File: src/source/opl_timer_defines.svh
`ifndef OPL_TIMER_DEFINES_SVH
`define OPL_TIMER_DEFINES_SVH

// host data bus width
`define OPL_DATA_W 8

// timer preset and tick counter width
`define OPL_PRESET_W 8

// tick intervals in microseconds
`define OPL_TIMER1_TICK_US 80
`define OPL_TIMER2_TICK_US 320

// register indexes served by the timer block
`define OPL_REG_TIMER1 8'h02
`define OPL_REG_TIMER2 8'h03

// start, mask and flag reset bits
`define OPL_REG_TIMER_CTRL 8'h04

`endif

File: src/source/opl_bus_pkg.sv
`include "opl_timer_defines.svh"

package opl_bus_pkg;

  // one byte on the host data bus
  typedef logic [`OPL_DATA_W-1:0] bus_data_t;

  // register index, loaded by an address write
  typedef logic [`OPL_DATA_W-1:0] reg_index_t;

  // status byte returned on a read with a0 low
  typedef struct packed {
    // bit 7, set while either flag is set
    logic       irq_any;
    // bit 6
    logic       t1_flag;
    // bit 5
    logic       t2_flag;
    // bits 4..0 always read as zero
    logic [4:0] reserved;
  } status_t;

endpackage

File: src/source/opl_timer_pkg.sv
`include "opl_timer_defines.svh"

package opl_timer_pkg;

  // start value loaded into a timer on activation and after overflow
  typedef logic [`OPL_PRESET_W-1:0] preset_t;

  // tick counter, overflows after 0xff
  typedef logic [`OPL_PRESET_W-1:0] tick_count_t;

  // byte written to the timer control register
  typedef struct packed {
    // clears both flags, other fields ignored when set
    logic       flag_reset;
    logic       t1_mask;
    logic       t2_mask;
    logic [2:0] unused;
    logic       t2_start;
    logic       t1_start;
  } timer_ctrl_t;

endpackage

File: src/source/host_bus_port.sv
`include "opl_timer_defines.svh"

module host_bus_port (
  input  logic                  clk,
  input  logic                  rst,
  input  opl_bus_pkg::bus_data_t din,
  input  logic                  cs_n,
  input  logic                  wr_n,
  input  logic                  a0,
  output opl_bus_pkg::bus_data_t dout,
  input  opl_bus_pkg::status_t   status,
  output logic                  preset1_we,
  output logic                  preset2_we,
  output logic                  ctrl_we,
  output opl_bus_pkg::bus_data_t wdata
);

  logic                    read;
  logic                    write;
  logic                    addr_write;
  logic                    data_write;
  opl_bus_pkg::reg_index_t index;

  // bus cycle decode
  assign read       = !cs_n && !a0;
  assign write      = !cs_n && !wr_n;
  assign addr_write = write && !a0;
  assign data_write = write && a0;

  // index register, picked up on an address write
  always_ff @(posedge clk or posedge rst) begin
    if (rst) begin
      index <= '0;
    end else if (addr_write) begin
      index <= din;
    end
  end

  // write strobes per timer register
  // other indexes are accepted and dropped
  assign preset1_we = data_write && (index == `OPL_REG_TIMER1);
  assign preset2_we = data_write && (index == `OPL_REG_TIMER2);
  assign ctrl_we    = data_write && (index == `OPL_REG_TIMER_CTRL);

  assign wdata = din;

  // status read, no latency
  assign dout = read ? opl_bus_pkg::bus_data_t'(status) : '0;

endmodule

File: src/source/interval_timer.sv
module interval_timer #(
  parameter int tick_cycles = 80
) (
  input  logic                   clk,
  input  logic                   rst,
  input  logic                   active,
  input  opl_timer_pkg::preset_t preset,
  output logic                   overflow
);

  // prescaler wide enough for tick_cycles - 1
  localparam int presc_w = (tick_cycles > 1) ? $clog2(tick_cycles) : 1;
  localparam logic [presc_w-1:0] presc_reload = presc_w'(tick_cycles - 1);

  logic                       active_d;
  logic                       start;
  logic                       tick;
  logic [presc_w-1:0]         prescaler;
  opl_timer_pkg::tick_count_t count;

  // first cycle of a new activation
  assign start = active && !active_d;

  // prescaler wrap, one per tick_cycles clocks
  assign tick = active && !start && (prescaler == '0);

  always_ff @(posedge clk or posedge rst) begin
    if (rst) begin
      active_d <= 1'b0;
    end else begin
      active_d <= active;
    end
  end

  always_ff @(posedge clk or posedge rst) begin
    if (rst) begin
      prescaler <= '0;
      count     <= '0;
      overflow  <= 1'b0;
    end else begin
      overflow <= 1'b0;
      if (start) begin
        count     <= preset;
        prescaler <= presc_reload;
      end else if (tick) begin
        prescaler <= presc_reload;
        if (count == '1) begin
          // wrap back to the preset and flag it
          count    <= preset;
          overflow <= 1'b1;
        end else begin
          count <= count + 1'b1;
        end
      end else if (active) begin
        prescaler <= prescaler - 1'b1;
      end
    end
  end

endmodule

File: src/source/timer_status.sv
`include "opl_timer_defines.svh"

module timer_status #(
  parameter int clk_mhz = 50
) (
  input  logic                   clk,
  input  logic                   rst,
  input  logic                   preset1_we,
  input  logic                   preset2_we,
  input  logic                   ctrl_we,
  input  opl_bus_pkg::bus_data_t wdata,
  output opl_bus_pkg::status_t   status,
  output logic                   irq_n
);

  // clocks per tick for each timer
  localparam int t1_cycles = clk_mhz * `OPL_TIMER1_TICK_US;
  localparam int t2_cycles = clk_mhz * `OPL_TIMER2_TICK_US;

  opl_timer_pkg::timer_ctrl_t ctrl;
  opl_timer_pkg::preset_t     preset1;
  opl_timer_pkg::preset_t     preset2;
  logic                       t1_mask;
  logic                       t2_mask;
  logic                       t1_start;
  logic                       t2_start;
  logic                       t1_pulse;
  logic                       t2_pulse;
  logic                       t1_flag;
  logic                       t2_flag;
  logic                       flag_clear;
  logic                       irq_set;

  assign ctrl       = opl_timer_pkg::timer_ctrl_t'(wdata);
  assign flag_clear = ctrl_we && ctrl.flag_reset;

  // preset bytes
  always_ff @(posedge clk) begin
    if (preset1_we) begin
      preset1 <= wdata;
    end
    if (preset2_we) begin
      preset2 <= wdata;
    end
  end

  // masks and start bits, untouched by a flag reset write
  always_ff @(posedge clk or posedge rst) begin
    if (rst) begin
      t1_mask  <= 1'b0;
      t2_mask  <= 1'b0;
      t1_start <= 1'b0;
      t2_start <= 1'b0;
    end else if (ctrl_we && !ctrl.flag_reset) begin
      t1_mask  <= ctrl.t1_mask;
      t2_mask  <= ctrl.t2_mask;
      t1_start <= ctrl.t1_start;
      t2_start <= ctrl.t2_start;
    end
  end

  interval_timer #(
    .tick_cycles(t1_cycles)
  ) timer1_i (
    .clk     (clk),
    .rst     (rst),
    .active  (t1_start),
    .preset  (preset1),
    .overflow(t1_pulse)
  );

  interval_timer #(
    .tick_cycles(t2_cycles)
  ) timer2_i (
    .clk     (clk),
    .rst     (rst),
    .active  (t2_start),
    .preset  (preset2),
    .overflow(t2_pulse)
  );

  // overflow wins over a flag reset in the same cycle
  // masked overflows still set their flag
  always_ff @(posedge clk or posedge rst) begin
    if (rst) begin
      t1_flag <= 1'b0;
      t2_flag <= 1'b0;
    end else begin
      if (t1_pulse) begin
        t1_flag <= 1'b1;
      end else if (flag_clear) begin
        t1_flag <= 1'b0;
      end
      if (t2_pulse) begin
        t2_flag <= 1'b1;
      end else if (flag_clear) begin
        t2_flag <= 1'b0;
      end
    end
  end

  assign irq_set = (t1_pulse && !t1_mask) || (t2_pulse && !t2_mask);

  always_ff @(posedge clk or posedge rst) begin
    if (rst) begin
      irq_n <= 1'b1;
    end else if (irq_set) begin
      irq_n <= 1'b0;
    end else if (flag_clear) begin
      irq_n <= 1'b1;
    end
  end

  assign status.irq_any  = t1_flag | t2_flag;
  assign status.t1_flag  = t1_flag;
  assign status.t2_flag  = t2_flag;
  assign status.reserved = '0;

endmodule

File: src/source/opl2_timer_top.sv
module opl2_timer_top #(
  parameter int clk_mhz = 50
) (
  input  logic                   clk,
  input  logic                   rst,
  input  opl_bus_pkg::bus_data_t din,
  output opl_bus_pkg::bus_data_t dout,
  input  logic                   cs_n,
  input  logic                   wr_n,
  input  logic                   a0,
  output logic                   irq_n
);

  opl_bus_pkg::status_t   status;
  opl_bus_pkg::bus_data_t wdata;
  logic                   preset1_we;
  logic                   preset2_we;
  logic                   ctrl_we;

  // host side, index register and status read
  host_bus_port bus_i (
    .clk       (clk),
    .rst       (rst),
    .din       (din),
    .cs_n      (cs_n),
    .wr_n      (wr_n),
    .a0        (a0),
    .dout      (dout),
    .status    (status),
    .preset1_we(preset1_we),
    .preset2_we(preset2_we),
    .ctrl_we   (ctrl_we),
    .wdata     (wdata)
  );

  // both interval timers with their flags and irq
  timer_status #(
    .clk_mhz(clk_mhz)
  ) timers_i (
    .clk       (clk),
    .rst       (rst),
    .preset1_we(preset1_we),
    .preset2_we(preset2_we),
    .ctrl_we   (ctrl_we),
    .wdata     (wdata),
    .status    (status),
    .irq_n     (irq_n)
  );

endmodule

File: config.mk
export PLATFORM = sky130hd
export DESIGN_NAME = opl2_timer_top
export DESIGN_NICKNAME = d
export VERILOG_FILES = /design/src/source/opl_bus_pkg.sv /design/src/source/opl_timer_pkg.sv /design/src/source/host_bus_port.sv /design/src/source/interval_timer.sv /design/src/source/timer_status.sv /design/src/source/opl2_timer_top.sv
export VERILOG_INCLUDE_DIRS = /design/src /design/src/source
export SDC_FILE = /design/constraint.sdc
export NUM_CORES = 1
export LEC_CHECK = 0
export BUFFER_PORTS_ARGS = -buffer_cell sky130_fd_sc_hd__buf_2
export CORE_UTILIZATION = 40
export DETAILED_ROUTE_END_ITERATION = 7
export PLACE_DENSITY_LB_ADDON = 0.1
export SYNTH_ARGS = -nofsm -noshare
export SYNTH_HDL_FRONTEND = slang
export SYNTH_SLANG_ARGS = --single-unit
File: constraint.sdc
create_clock -name clk -period 5.2 [get_ports clk]
set_input_delay 0.26 -clock clk [delete_from_list [all_inputs] [get_ports clk]]
set_output_delay 0.26 -clock clk [all_outputs]
set_load 0.05 [all_outputs]
# Yosys cells after proc, flatten, opt, wreduce, memory -nomap -nowiden

Cells that the tools add are included.

$add $sub $neg: 4
Eq/ne operators: 5
Multiplexer cells: 24
Bitwise logic cells: 1
Reductions and logical operators: 37

Operators by type and width:

| operator              | count |
|---|---|
| $mux 8                | 7 |
| $mux 14               | 3 |
| $mux 12               | 3 |
| $logic_and 1x1->1     | 17 |
| $add 8x1->8 const B   | 2 |
| $eq 8x2->1 const B    | 2 |
| $eq 8x8->1 const B    | 2 |
| $logic_not 14->1      | 1 |
| $sub 14x1->14 const B | 1 |
| $logic_not 12->1      | 1 |
| $sub 12x1->12 const B | 1 |
| $mux 1                | 11 |
| $logic_not 1->1       | 10 |
| $reduce_bool 2->1     | 5 |
| $eq 8x3->1 const B    | 1 |
| $reduce_bool 3->1     | 2 |
| $logic_or 1x1->1      | 1 |
| $or 1x1->1            | 1 |

Register bits: 77
Input bits: 13
Output and inout port bits: 9
Word-level logic and storage cells: 89

# Depth between registers and ports, before layout

Gate-level depths: netlist (run 1).

Depth in word-level cells: 7
Gate-level depth with buffers: 8
Gate-level depth less buffers: 7

# Modules after synthesis

Synthesis (run 1) repeated with hierarchy kept, for this count alone.

Cell total of the unflattened synthesis: 366
Area, all modules: 3936.3 um2

By module, submodules not included:

| module                              | instances | cells each | area an instance (um2) | seq. area each (um2) |
|---|---|---|---|---|
| interval_timer at timers_i.timer2_i | 1         | 146        | 1393.8                 | 600.6 |
| interval_timer at timers_i.timer1_i | 1         | 132        | 1249.9                 | 550.5 |
| timer_status                        | 1         | 45         | 822.0                  | 656.9 |
| host_bus_port                       | 1         | 43         | 470.5                  | 200.2 |

# Least setup slack after synthesis (run 1)

OpenSTA, ideal clock, no wires.

Path kind: reg-to-reg
From: register timers_i.timer2_i.prescaler[7]
To: register timers_i.timer2_i.count[7]
Setup time: 0.126 ns
Arrival time: 2.008 ns
Required time: 5.074 ns
Setup slack: 3.065 ns
Stages on the path, launching flop included: 6
Path buffers: 0
Period minus slack after synthesis: 2.135 ns
Path through: dfrtp_1 -> or4_4 -> nor4_4 -> nand2_2 -> o311a_1 -> a311o_1

Longest elaborated chain between the ends: 3

Ends and longest elaborated chain:

| item                        | RTL line             | source |
|---|---|---|
| from (decl)                 | interval_timer.sv:18 | `logic [presc_w-1:0] prescaler;` |
| from (signal assigned)      | interval_timer.sv:44 | `prescaler <= presc_reload;` |
| from (signal assigned)      | interval_timer.sv:46 | `prescaler <= presc_reload;` |
| from (signal assigned)      | interval_timer.sv:55 | `prescaler <= prescaler - 1'b1;` |
| $logic_not 14->1            | interval_timer.sv:25 | `assign tick = active && !start && (prescaler == '0);` |
| $logic_and 1x1->1           | interval_timer.sv:25 |  |
| $reduce_bool 2->1 (no line) | -                    |  |
| to (signal assigned)        | interval_timer.sv:43 | `count <= preset;` |
| to (signal assigned)        | interval_timer.sv:49 | `count <= preset;` |
| to (signal assigned)        | interval_timer.sv:52 | `count <= count + 1'b1;` |
| to (decl)                   | interval_timer.sv:19 | `opl_timer_pkg::tick_count_t count;` |

No other way between the ends.
A chain may end at the register's enable or synchronous reset.

# Final worst setup path (run 1)

From: register timers_i.timer2_i.prescaler[7]
To: register timers_i.timer2_i.count[5]

The elaborated chain is that of the path after synthesis.

==> results.md, run 1 <==
* Congestion Overflow GR at 0
* Final setup violation count at 0
* Initial Util at about 41%
* Routed vias at roughly 2400
* # IOs at 22
* RSZ-0062 raised after global routing: false
* Cell mode on critical path: o21ai_0
* Resized cells post-CTS at 0
* CTS max path bufs at 2
* Initial antenna violation count at 0
* Async S/R FF share, synth at between 70% and 80%
* TritonRoute pass-1 iters at 5
* First-pass GRT wire length at 11.4 mm
* Ant diodes at 0
* All-Layer GR Usage at around 17%
* Non-Filler Instances at 462
* Worst r2r src: timers_i.timer2_i.prescaler[7]$_DFFE_PP0P_
* I/O Buffers at 16
* Total negative slack at 0 ns
* Post-synth EDFFs at 16
* Startpoint Class: register
* Tcrit/Tclk final at 46.8%
* Dpl hpwl at approximately 4.8 mm
* Root Driver: clkbuf_8
* Largest net degree at the start of global routing at 56
* Layout fillers at between 800 and 900
* Post-Route Hold Slack at ~0.15 ns
* CP max stage delay at approximately 0.61 ns
* Pwr/cell area at 435 nW/um^2
* Total CTS buffers at 9
* Sequential element share of the synthesized area at between 50 and 60%
* DR iter-0 viols at approximately 150
* Die area at slightly above 9000 sq um
* GPL Wtd Cong at between 0.7 and 0.8
* #FFs+latches synth at between 70 and 80
* Maximum VDD drop at 0.168 mV
* Pleak at 0.00166 uW
* Library cells used by synthesis at 49
* DRC Markers at 0
* Die width at 96.3 um
* CP max FO at 16
* Register area at 2010 sq um
* Area Growth Syn to Fin at 11.7%
* Largest delay contributor family on the critical path: simple AND/OR/NAND/NOR gates
* Status: complete, no violations
* Max_slew headroom at a little over a quarter
* Drt via density at 5.17
* Vias in the first global route at 2218
* Routed Antenna Nets at 0
* Share of post-route cells with drive strength above 1 at 15.8%
* CP Cell Sequence: or4_4 > nor4_1 > a21oi_1 > o21ai_0 > o21ai_0
* Wirelength per Cell at about 15 um
* Synthesized cell area at ~3600 sq um
* Worst Path Buf+Inv at 0
* Worst Path Arrival at about 2.6 ns
* Core area at about 8700 sq um
* CP Launch Point: timers_i.timer2_i.prescaler[7]$_DFFE_PP0P_
* H-tree levels at 3
* Least-Margin Pin Slew at between 1 and 1.5 ns
* Worst Setup Path Type: register to register
* DRT Wirelength at 6.98 mm
* Cells after Synth at between 300 and 400
* Final instance area at around 4000 sq um
* Final hold vios at 0
* Nets@finish at ~370
* Fin Clk Skew at a little under 0.009 ns
* Post-CTS setup buffer count at 0
* Clock-pin slew on the worst setup and hold paths at about 0.08 ns
* CTS tree: yes
* Syn Area/Cell at 10.9 sq um
* Main synth FF type: dfrtp_1
* Final Critical Period at ~2.4 ns
* Most common cell after layout, fill and taps aside: dfrtp_1
* Cells after DPL at between 400 and 500
* Clk_lat worst skew at between 0.3 and 0.4 ns
* Row cnt at 34
* Setup crit end kind: register
* Clock Sinks at a little under 80
* Type of the tightest min-delay check: input pin to register
* CP max stage cell: or4_4
* Fmax at just over 400 MHz
* YS warnings at 0
* Max-slew violations at 0
* Max cap viols at 0
* Min-delay src: din[0]
* Area of the multi-input gates at roughly 1500 sq um
* Die Y at 96.3 um
* Worst EP required at between 5 and 6 ns
* Most frequent cells in the layout: dfrtp_1, nand2_1, nor2_1, o21ai_0, xnor2_1
* DP Area at around 3700 sq um
per-layer routing:
| layer | vias up | GRT usage [%] | share of wire, % |
|---|---|---|---|
| li1 | 1189 | - | - |
| met2 | 47 | 24.0 | 44 |
| met3 | 9 | 5.06 | 3.9 |
| met5 | - | 0 | 0 |
| met1 | 1142 | 24.3 | 51 |
| met4 | 0 | 5.47 | 1.3 |
path summary, 6_finish.rpt:
check / endpoint / slack [ns] / depth (start not counted)
min in group asynchronous: timers_i.timer1_i.prescaler[0]$_DFFE_PP0P_ / 0.33 / 3
worst min register to register: timers_i.irq_n$_DFFE_PP1P_ / 0.45 / 1
worst min-delay path: timers_i.preset2[0]$_DFFE_PP_ / 0.15 / 1
worst max register to register: timers_i.timer2_i.count[5]$_DFFE_PP0P_ / 2.77 / 5
worst max-delay path: timers_i.timer2_i.count[5]$_DFFE_PP0P_ / 2.77 / 5
max in group asynchronous: timers_i.timer2_i.active_d$_DFF_PP0_ / 3.93 / 4
sequential cells by signal (all words and copies together) (netlist names), 8 cells and up:
| register | cells |
|---|---|
| timers_i.timer2_i.prescaler | 14 |
| timers_i.timer1_i.prescaler | 12 |
| bus_i.index | 8 |
| timers_i.preset1 | 8 |
| timers_i.preset2 | 8 |
| timers_i.timer1_i.count | 8 |
| timers_i.timer2_i.count | 8 |
logic make-up (layout without fill, tap and decap cells):
group | count (synthesis) | in the layout | share of synthesized area [%]
XOR/XNOR | 24 | 24 | 5.91
AND/OR/NAND/NOR | 140 | 140 | 21.2
buffers and inverters | 21 | 45 | 2.82
other | 1 | 5 | 0.105
multiplexers | 14 | 14 | 4.29
AO/OA/AOI/OAI | 45 | 45 | 7.81
flip-flops | 77 | 77 | 56.5
adder cells (fa/ha/maj) | 4 | 4 | 1.41
area by class of cell:
cell class                      instances  area share, %
Clock buffer                           11           3.81
Clock inverter                          5           1.67
Inverter                               10          0.945
Multi-Input combinational cell        232           37.0
Sequential cell                        77           50.6
Tap cell                              108           3.40
Timing Repair Buffer                   19           2.65
power breakdown:
part	switching (uW)	total (uW)	internal, uW
Combinational	157	324	167
Sequential	156	921	765
Clock	230	484	254
synthesized netlist by cell type, drive strengths merged (2+ instances only):
cell	instances	area share, %
dfrtp	60	42
nand2	45	4.8
o21ai	21	3.0
nor2	19	2.0
xnor2	17	4.2
edfxtp	16	14
nor3	12	2.0
nand3	11	1.5
a21oi	10	1.4
inv	10	1.1
mux2	10	3.2
nor4	10	2.2
buf	7	1.3
xor2	7	1.7
and2	6	1.1
nand2b	5	0.88
nand4	5	0.88
or3	5	0.88
clkbuf	4	0.42
ha	4	1.4
mux2i	4	1.1
nor2b	4	0.70
nor3b	3	0.63
nor4b	3	0.74
or2	3	0.53
or4	3	0.74
a21o	2	0.42
a22o	2	0.49
a311o	2	0.56
o2bb2ai	2	0.49
or3b	2	0.49
repair_timing:
| action | 4_1_cts | 5_1_grt |
|---|---|---|
| hold buffers | 1 | 0 |
| hold endpoints to repair | 6 | 0 |
| setup endpoints to repair | 0 | 0 |
per-stage QoR:
step                      util (%)  worst slack (ns)  total power (uW)
final                         45.8              2.77              1730
after global routing          45.8              2.51              1840
after CTS                     45.8              2.77              1750
after detailed placement      43.1              2.79              1260
after global placement        43.1              2.84              1240
after floorplan                  -              3.07              1170
Power figures use the tool's default switching activity.
==> run 2, diff against run 1 <==
Settings changed: ABC_AREA set to 1.
Clock period 5.2 ns to 2.3 ns, I/O delays scaled along.
==> run 2 against run 1 <==
Effect of this change:
- critical path depth rose by 4
- wire length rose by 10%
- via count rose by 26%
- worst hold slack got worse by 0.13 ns
- clock skew rose by 0.0086 ns
- cell count rose by 40%
- total power rose by 130%
- clock-buffer cell count rose by 2
- combinational power rose to 3.0 times the previous value
- worst setup slack got worse by 2.2 ns
- utilization rose by 1.2 points
- critical endpoint unchanged
- design area rose by 11%
==> results.md, run 2 <==
* Core area at 9370 sq um (+8.0%)
* Congestion Overflow GR at 0 (unchanged)
* Initial antenna violation count at 0 (unchanged)
* Total negative slack at 0 ns (unchanged)
* Row cnt at 35 (+2.9%)
* Synthesized cell area at 3930 sq um (+11%)
* Cell taking the most area after synthesis: dfrtp_1
* Sequential element share of the synthesized area at 51.0% (-5.4 points)
* Wirelength per Cell at 11.9 um (-21%)
* Tcrit/Tclk final at 75.5% (+29 points)
* RSZ-0062 raised after global routing: false
* Cell mode on critical path: nand2_1
* Resized cells post-CTS at 0 (unchanged)
* Clock Sinks at 77 (unchanged)
* Max cap viols at 0 (unchanged)
* Drt via density at 4.68 (-9.4%)
* Post-layout util at 47.0% (+1.2 points)
* H-tree levels at 3 (unchanged)
* CP max stage cell: dfrtp_1
* Largest delay contributor family on the critical path: simple AND/OR/NAND/NOR gates
* # IOs at 22 (unchanged)
* Sw Ratio at 34.4% (+3.0 points)
* Post-synth EDFFs at 16 (unchanged)
* Final setup violation count at 0 (unchanged)
* Worst Setup Path Type: register to register
* Pleak at 0.00212 uW (+28%)
* Status: complete, no violations
* Synth top area cells: dfrtp_1, nand2_1, edfxtp_1, nand3_1, inv_1
* Startpoint Class: register
* CP max FO at 11 (-5)
* Share of post-route cells with drive strength above 1 at 9.69% (-6.1 points)
* Clock-pin slew on the worst setup and hold paths at 0.08 ns (about the same)
* Worst Path Buf+Inv at 3 (+3)
* First-pass GRT wire length at 13.8 mm (+21%)
* Most common cell after layout, fill and taps aside: nand2_1
* Max-slew violations at 0 (unchanged)
* Max_slew headroom at 53.9% (+27 points)
* Setup crit end kind: register
* Psw at 1400 uW (+160%)
* Post-Route Hold Slack at 0.0113 ns (-0.134 ns)
* Met3 Track Usage GR at 2.90% (-2.2 points)
* Nets@finish at 528 (+44%)
* Number of flip-flops in the largest register at 14 (unchanged)
* All-Layer GR Usage at 17.5% (+0.66 points)
* Fin Clk Skew at 0.0173 ns (+0.00855 ns)
* I/O Buffers at 16 (unchanged)
* YS warnings at 0 (unchanged)
* Least-Margin Pin Slew at 0.689 ns (-0.398 ns)
* Final hold vios at 0 (unchanged)
* GR peak layer: met2
* #FFs+latches synth at 77 (unchanged)
* Largest net degree at the start of global routing at 62 (+11%)
* # hold bufs at CTS at 6 (+5)
* Proportion of power drawn by combinational gates at 24.2% (+5.5 points)
* CP max stage delay at 0.53 ns (-0.08 ns)
* Routed Antenna Nets at 0 (unchanged)
* Ant diodes at 0 (unchanged)
* Initial Util at 42.0% (+1.0 points)
* Most common cell in the netlist: nand2_1
* Final Critical Period at 1.74 ns (-0.697 ns)
* Type of the tightest min-delay check: input pin to register
* Main synth FF type: dfrtp_1
* Maximum VDD drop at 0.499 mV (+200%)
* Clk_lat worst skew at 0.35 ns (about the same)
* Most frequent cells in the layout: nand2_1, inv_1, dfrtp_1, nor2_1, nand3_1
* M2 GR Usage at 27.7% (+3.7 points)
* Worst Path Arrival at 1.97 ns (-0.65 ns)
* Die Y at 101 um (+5.1%)
* Area Growth Syn to Fin at 11.9%
* Share of the synthesized area in the top cell type at 38.2% (-4.1 points)
* Dpl hpwl at 5.42 mm (+14%)
* GPL Wtd Cong at 0.852 (+15%)
* DRT Wirelength at 7.71 mm (+10%)
* Clock power frac at 27.1% (-0.9 points)
* CTS tree: yes
* Total CTS buffers at 9 (unchanged)
* Routed vias at 3019 (+26%)
* Root Driver: clkbuf_8
* Non-Filler Instances at 645 (+40%)
* Cells after DPL at 622 (+40%)
* GR Util met1 at 24.1% (-0.12 points)
* Cells after Synth at 484 (+48%)
* DR iter-0 viols at 192 (+29%)
* Post-synth top cells: nand2_1, inv_1, dfrtp_1, nor2_1, nand3_1
* Largest Register: timers_i.timer2_i.prescaler
* Sequential share of power at 48.7% (-4.6 points)
* Pint at 2660 uW (+120%)
* Vias in the first global route at 2936 (+32%)
* Biggest regs: timers_i.timer2_i.prescaler x14, timers_i.timer1_i.prescaler x12
* Pwr/cell area at 923 nW/um^2 (+110%)
* Fmax at 576 MHz (+40%)
* Post-CTS setup buffer count at 0 (unchanged)
* CTS max path bufs at 2 (unchanged)
* Worst EP required at 2.53 ns (-2.85 ns)
* Library cells used by synthesis at 34 (-31%)
* CP Cell Sequence: inv_1 > nor2_1 > inv_1 > nand2_1 > inv_1 > nand2_1 > nand2_1 > nand2_1 > nand2_1
* Syn Area/Cell at 8.13 sq um (-25%)
* TritonRoute pass-1 iters at 4 (-1)
* Async S/R FF share, synth at 79.2% (unchanged)
* DRC Markers at 0 (unchanged)
* Die width at 101 um (+5.1%)
* Die area at 10200 sq um (+10%)
## run 2: cell count changes after synthesis, sizes merged, moves of 8 or more
cell	before	now
nor2	19	55
nor4	10	0
mux2	10	2
nand3	11	50
nand2	45	160
inv	10	62
xnor2	17	6
## run 2: metrics by stage
step                      power, uW  instance area [sq um]  setup slack (ns)
after detailed placement       2980                   4120             0.603
after CTS                      4100                   4390             0.569
after floorplan                2760                   3950             0.674
after global routing           4390                   4400             0.305
final                          4060                   4400             0.564
after global placement         2960                   4120             0.679
## run 2: final timing paths
kind                                                     from                                          end  slack, ns  depth (start not counted)
worst max-delay path            timers_i.t2_start$_DFFE_PP0P_       timers_i.timer2_i.count[5]$_DFFE_PP0P_       0.56                          9
worst min register to register     timers_i.irq_n$_DFFE_PP1P_                   timers_i.irq_n$_DFFE_PP1P_       0.47                          2
max in group asynchronous                                 rst                   timers_i.irq_n$_DFFE_PP1P_       1.60                          4
worst min-delay path                                   din[6]                timers_i.preset1[6]$_DFFE_PP_       0.01                          1
min in group asynchronous                                 rst  timers_i.timer1_i.prescaler[10]$_DFFE_PP0P_       0.36                          4
worst max register to register  timers_i.t2_start$_DFFE_PP0P_       timers_i.timer2_i.count[5]$_DFFE_PP0P_       0.56                          9
## run 2: logic make-up (layout without fill, tap and decap cells)
kind of cell             count (synthesis)  count (layout)  share of synthesized area [%]
other                                    1               5                         0.0953
flip-flops                              77              77                           51.0
multiplexers                             2               2                          0.572
adder cells (fa/ha/maj)                  4               4                           1.27
AO/OA/AOI/OAI                           28              28                           3.78
XOR/XNOR                                13              13                           2.89
AND/OR/NAND/NOR                        284             284                           31.8
buffers and inverters                   75             103                           8.52
## run 2: layer usage
layer / share of wire [%] / wire (um)
met5: 0 / 0
met3: 2.6 / 202
met4: 1.5 / 115
met1: 52 / 3970
met2: 44 / 3410
## run 2: area by class of cell
cell class / instances / area (sq um)
clock inverter: 3 / 42.5
clock buffer: 13 / 170
tap: 129 / 161
timing repair buffer: 25 / 178
multi-input combinational: 336 / 1610
fill: 942 / 4970
inverter: 62 / 235
sequential: 77 / 2010
## run 2: power groups by stage
stage          logic [uW]  registers, uW  clock network (uW)
3_3_place_gp          958           2000                   0
4_1_cts               996           1970                1130
6_report              983           1980                1100
3_5_place_dp          981           2000                   0
5_1_grt              1170           2030                1190
2_1_floorplan         845           1920                   0
